===== src/common/strm_pkg.sv =====
`default_nettype none

package strm_pkg;

   // ==========================================================
   // widths and sizes
   // ==========================================================
   localparam int ADDR_W          = 32;  // byte address
   localparam int STRIP_W         = 64;  // one strip of read data
   localparam int TID_W           = 13;  // response transaction id
   localparam int LEN_W           = 6;   // strips per burst, 0 reads as 1

   localparam int STRIP_BYTES     = 8;                     // address step per strip
   localparam int STRIP_OFS       = $clog2(STRIP_BYTES);   // byte offset bits inside a strip

   localparam int RAM_DEPTH_LOG2  = 8;
   localparam int RAM_DEPTH       = 1 << RAM_DEPTH_LOG2;   // 256 strips

   localparam int FIFO_DEPTH_LOG2 = 4;
   localparam int FIFO_DEPTH      = 1 << FIFO_DEPTH_LOG2;  // 16 entries
   // almost full rises once fewer than this many entries are free
   localparam int FIFO_AF_FREE    = 3;

   // ==========================================================
   // vector types
   // ==========================================================
   typedef logic [ADDR_W-1:0]         addr_t;
   typedef logic [STRIP_W-1:0]        strip_t;
   typedef logic [TID_W-1:0]          tid_t;
   typedef logic [LEN_W-1:0]          len_t;
   typedef logic [RAM_DEPTH_LOG2-1:0] ram_adr_t;
   typedef logic [FIFO_DEPTH_LOG2:0]  fifo_ptr_t;  // one extra bit tells full from empty

   // all stream responses share this id, transaction number 0 means burst response
   localparam tid_t STREAM_TID = {6'h3f, {(TID_W - 6){1'b0}}};

   // burst request from the master
   typedef struct packed {
      addr_t adr;   // byte address of the first strip
      len_t  len;   // strip count
   } burst_cmd_t;

   // one strip on its way back to the master
   typedef struct packed {
      tid_t   tid;
      addr_t  adr;
      strip_t dat;
      logic   last;  // set on the final strip of the burst only
   } strip_resp_t;

   typedef enum logic {
      IDLE,
      READ
   } reader_state_t;

endpackage

`default_nettype wire


===== src/verilog/strm_burst_reader.sv =====
`default_nettype none

module strm_burst_reader (
   input  wire                  wclk,
   input  wire                  rst,
   // burst command
   input  strm_pkg::burst_cmd_t cmd,
   input  wire                  cmd_valid,
   output logic                 cmd_ready,
   // flow control from the stream FIFO
   input  wire                  almost_full,
   // RAM read port
   output logic                 rd_en,
   output strm_pkg::ram_adr_t   rd_adr,
   // strip sideband, lined up with the RAM data
   output logic                 wr,
   output strm_pkg::addr_t      wadr,
   output logic                 last_strip
);
   import strm_pkg::*;

   reader_state_t state;
   addr_t         cur_adr;    // byte address of the next strip to read
   len_t          remaining;  // strips still to read
   logic          is_last;

   // ==========================================================
   // read issue
   // ==========================================================
   assign cmd_ready = (state == IDLE);
   assign rd_en     = (state == READ) & ~almost_full;    // stall while the FIFO is nearly full
   assign rd_adr    = cur_adr[STRIP_OFS +: RAM_DEPTH_LOG2];  // wraps at the top of the RAM
   assign is_last   = (remaining == len_t'(1));

   always_ff @(posedge wclk) begin
      if (rst) begin
         state     <= IDLE;
         cur_adr   <= '0;
         remaining <= '0;
      end else begin
         case (state)
            IDLE: begin
               if (cmd_valid) begin
                  cur_adr   <= cmd.adr;
                  // a zero length still reads one strip
                  remaining <= (cmd.len == '0) ? len_t'(1) : cmd.len;
                  state     <= READ;
               end
            end
            READ: begin
               if (rd_en) begin
                  cur_adr   <= cur_adr + addr_t'(STRIP_BYTES);
                  remaining <= remaining - len_t'(1);
                  if (is_last) begin
                     state <= IDLE;   // cmd_ready back up next cycle
                  end
               end
            end
            default: state <= IDLE;
         endcase
      end
   end

   // ==========================================================
   // delay stage
   // ==========================================================
   // one cycle to match the RAM read latency
   always_ff @(posedge wclk) begin
      if (rst) begin
         wr <= 1'b0;
      end else begin
         wr <= rd_en;
      end
   end

   always_ff @(posedge wclk) begin
      wadr       <= cur_adr;              // only meaningful while wr is high
      last_strip <= rd_en & is_last;
   end

endmodule

`default_nettype wire


===== config.mk =====
export PLATFORM = sky130hd
export DESIGN_NAME = strm_burst_reader
export DESIGN_NICKNAME = d
export VERILOG_FILES = /design/src/common/strm_pkg.sv /design/src/verilog/strm_burst_reader.sv
export SDC_FILE = /design/constraint.sdc
export NUM_CORES = 1
export LEC_CHECK = 0
export BUFFER_PORTS_ARGS = -buffer_cell sky130_fd_sc_hd__buf_2
export CAP_MARGIN = 20
export CORE_UTILIZATION = 39
export CTS_BUF_LIST = sky130_fd_sc_hd__clkbuf_4
export CTS_CLUSTER_DIAMETER = 40
export DETAILED_ROUTE_END_ITERATION = 8
export PLACE_DENSITY = 0.61
export SLEW_MARGIN = 5
export SYNTH_ARGS = -nofsm -noshare
export SYNTH_HDL_FRONTEND = slang
export SYNTH_SLANG_ARGS = --single-unit

===== constraint.sdc =====
create_clock -name wclk -period 2.45 [get_ports wclk]
set_input_delay 0.3675 -clock wclk [delete_from_list [all_inputs] [get_ports wclk]]
set_output_delay 0.3675 -clock wclk [all_outputs]
set_load 0.05 [all_outputs]

==> summary.md <==
| Metric | Value |
|---|---|
| RePlAce Congestion | `between 0.8 and 0.9` |
| Data required, critical path | `between 2 and 2.5 ns` |
| Status | `finished clean` |
| Top_reg_cell synth | `dfxtp_1` |
| First-pass GRT wire length | `roughly 13000 um` |
| FF+latch count, synth | `between 70 and 80` |
| Num rows | `31` |
| Sequential share of the synthesized area | `47.85%` |
| CTS Sinks | `73` |
| H-tree levels | `3` |
| Crit Path Class | `reg2out` |
| Yosys cell types | `56` |
| Slowest CP cell | `dfxtp_1` |
| Crit path max fanout | `10` |
| Setup-failing EPs final | `0` |
| Final Cycle Share | `about nine tenths` |
| Largest net degree at the start of global routing | `26` |
| Via count of the routed design | `~2.7k` |
| CP delay by family, top | `buffers and inverters` |
| Area of the core | `about 0.0074 sq mm` |
| Vias in the first global route | `~2.6k` |
| Hold Path Class | `in2reg` |
| Final WL | `7837 um` |
| FMAX | `about 460 MHz` |
| Post-synth EDFFs | `0` |
| Initial antenna violation count | `0` |
| Worst path buffer plus inverter count | `3` |
| Worst-Margin Slew | `around 0.57 ns` |
| Share of post-route cells with drive strength above 1 | `29.43%` |
| Filler cell count | `754` |
| Die area | `slightly above 0.008 sq mm` |
| Placed cell area | `between 0.003 and 0.004 sq mm` |
| Setup crit end kind | `output pin` |
| Hold Fails Final Rpt | `0` |
| CTS resizes | `0` |
| Met3 wire len | `533 um` |
| Wl on met1 | `3557 um` |
| DRC viols | `0` |
| Worst Min Path Start | `cmd[6]` |
| CTS buffer count | `9` |
| Cts hold-fix bufs | `0` |
| Post-Syn Instances | `around 330` |
| Fraction of registers with async set or reset after synthesis | `0%` |
| Critical R2R Launch | `cur_adr[3]$_SDFFE_PP0P_` |
| Power Density | `roughly 730 mW/mm^2` |
| Avg Cell Area, Syn | `about 9 sq um` |
| Port buffer count | `85` |
| Cell area after synthesis | `between 0.003 and 0.004 sq mm` |
| Crit-path cells | `nand2b_1 -> inv_1 -> buf_4 -> buf_2` |
| RSZ-0062 raised after global routing | `no` |
| Tmin final | `around 2.2 ns` |
| Overall Power | `2.682 mW` |
| LEAKAGE | `around 1.6 nW` |
| YS warnings | `0` |
| Post-DP HPWL | `between 5000 and 6000 um` |
| Global Route Usage Sum | `around a fifth` |
| Critical path launch point type | `register` |
| Antenna Nets Post-Route | `0` |
| Routed WL per cell | `roughly 15 um` |
| Final setup TNS | `0 ns` |
| First drt pass iteration count | `4` |
| Highest Signal Layer | `met4` |
| Met2 WL | `roughly 3600 um` |
| CTS tree | `yes` |
| CP peak stage delay | `a little over 0.6 ns` |
| Number of diodes | `0` |
| Area grow syn2layout | `20.20%` |
| Vias per inst | `between 5 and 6` |
| Max_slew headroom | `about three fifths` |
| Arrival time worst endpoint | `between 1.5 and 2 ns` |
| CTS max path bufs | `2` |
| Peak VDD IR | `0.4464 mV` |
| Nets | `458` |
| Gr ovfl total | `0` |
| Max Slew Vio Count | `0` |
| Final hold slack | `0.1758 ns` |
| Post-CTS Setup Inserts | `0` |
| Worst-path clk slew | `0.11 ns` |
| Die Y | `90.50 um` |
| Die width | `approximately 90 um` |
| Multi-input logic area | `around 0.0014 sq mm` |
| Worst-Skew Late Latency | `roughly 0.42 ns` |
| Max Cap Viol | `0` |
| Starting density of the core | `between 40% and 50%` |
| Clock skew | `around 0.013 ns` |
| CP Launch Point | `state$_SDFF_PP0_` |
| Initial drt markers | `~130` |
| I/O pins | `86` |
| Register area | `~0.0015 sq mm` |
| Mapped Nets | `roughly 380` |
| Final instance area | `about 0.0037 sq mm` |
| Root buffer cell | `clkbuf_4` |
==> Yosys cell counts, types with 3 or more instances <==
cell / instances / area, sq um
xor2_1: 3 / 26.28
xnor2_1: 3 / 26.28
inv_1: 8 / 30.03
and3_1: 5 / 31.28
clkbuf_1: 11 / 41.29
mux2i_1: 4 / 40.04
nor3_1: 13 / 65.06
and4_1: 4 / 35.03
a211oi_1: 8 / 60.06
a311oi_1: 8 / 70.07
a21oi_1: 12 / 60.06
a22oi_1: 4 / 30.03
a31oi_1: 7 / 43.79
dfxtp_1: 73 / 1461
nor2_1: 38 / 142.6
nand2b_1: 5 / 31.28
nand4_1: 5 / 31.28
nand2_1: 30 / 112.6
and2_1: 4 / 25.02
nor4_1: 7 / 43.79
nand3_1: 13 / 65.06
o21ai_0: 7 / 35.03
o22ai_1: 9 / 56.30
buf_4: 8 / 60.06
ha_1: 3 / 37.54
==> cells by family after synthesis <==
kind of cell               count (synthesis)  share of synthesized area [%]
AOI/OAI and AO/OA                         71                          16.26
xor gates and xnor gates                   6                          1.721
adders and majority gates                  3                          1.229
buffers and inverters                     34                          6.678
DFF                                       73                          47.85
muxes                                      5                          1.680
and+or+nand+nor                          139                          24.58
==> final timing paths <==
kind / end / slack [ns] / cells past startpoint
setup / recovery: rd_en / 0.29 / 4
hold / removal: cur_adr[0]$_SDFFE_PP0P_ / 0.18 / 3
setup reg to reg: cur_adr[19]$_SDFFE_PP0P_ / 0.42 / 6
hold reg to reg: wadr[1]$_DFF_P_ / 0.36 / 0
==> layer usage <==
metal,track usage (%),up-vias
li1,-,1375
met1,26.19,1261
met2,30.37,94
met3,4.377,14
met4,10.22,0
met5,0,-
==> state kept, by name, indices dropped and copies added (netlist names) <==
name and cells:
cur_adr 32, wadr 32, remaining 6, last_strip 1, state 1, wr 1
==> through the flow <==
stage	util [%]	worst slack (ns)	std cells
finish	49.55	0.2853	517
global route	49.55	0.1425	517
detailed placement	47.49	0.4299	501
CTS	49.55	0.2573	517
global placement	47.49	0.5219	501
floorplan	-	0.5342	331
==> area by class of cell <==
class	count	share of cell area, %
Inverter	9	0.9202
Tap cell	99	3.374
Timing Repair Buffer	96	13.84
Clock inverter	7	2.318
Clock buffer	9	1.840
Sequential cell	73	39.81
Multi-Input combinational cell	224	37.90
==> layout by cell type (no fill, tap or decap), types with 9 or more instances in the layout <==
cell type,Yosys,layout
dfxtp_1,73,73
nor3_1,13,13
nor2_1,38,38
buf_2,0,85
nand2_1,30,30
o22ai_1,9,9
clkbuf_4,0,9
buf_4,8,11
a21oi_1,12,12
nand3_1,13,13
==> tightest hold or removal path: cells and delay by family <==
family / cells / cell delay [ns]
AOI/OAI and AO/OA: 1 / 0.05
and+or+nand+nor: 1 / 0.04
buffers and inverters: 1 / 0.09
==> where the power goes <==
| part | switching [mW] | total [mW] | internal [mW] |
|---|---|---|---|
| sequential | 0.0800 | 1.36 | 1.28 |
| clock | 0.423 | 0.827 | 0.404 |
| combinational | 0.346 | 0.499 | 0.153 |
| total | 0.849 | 2.68 | 1.83 |
Note: power is estimated with default switching activity, not from simulation.
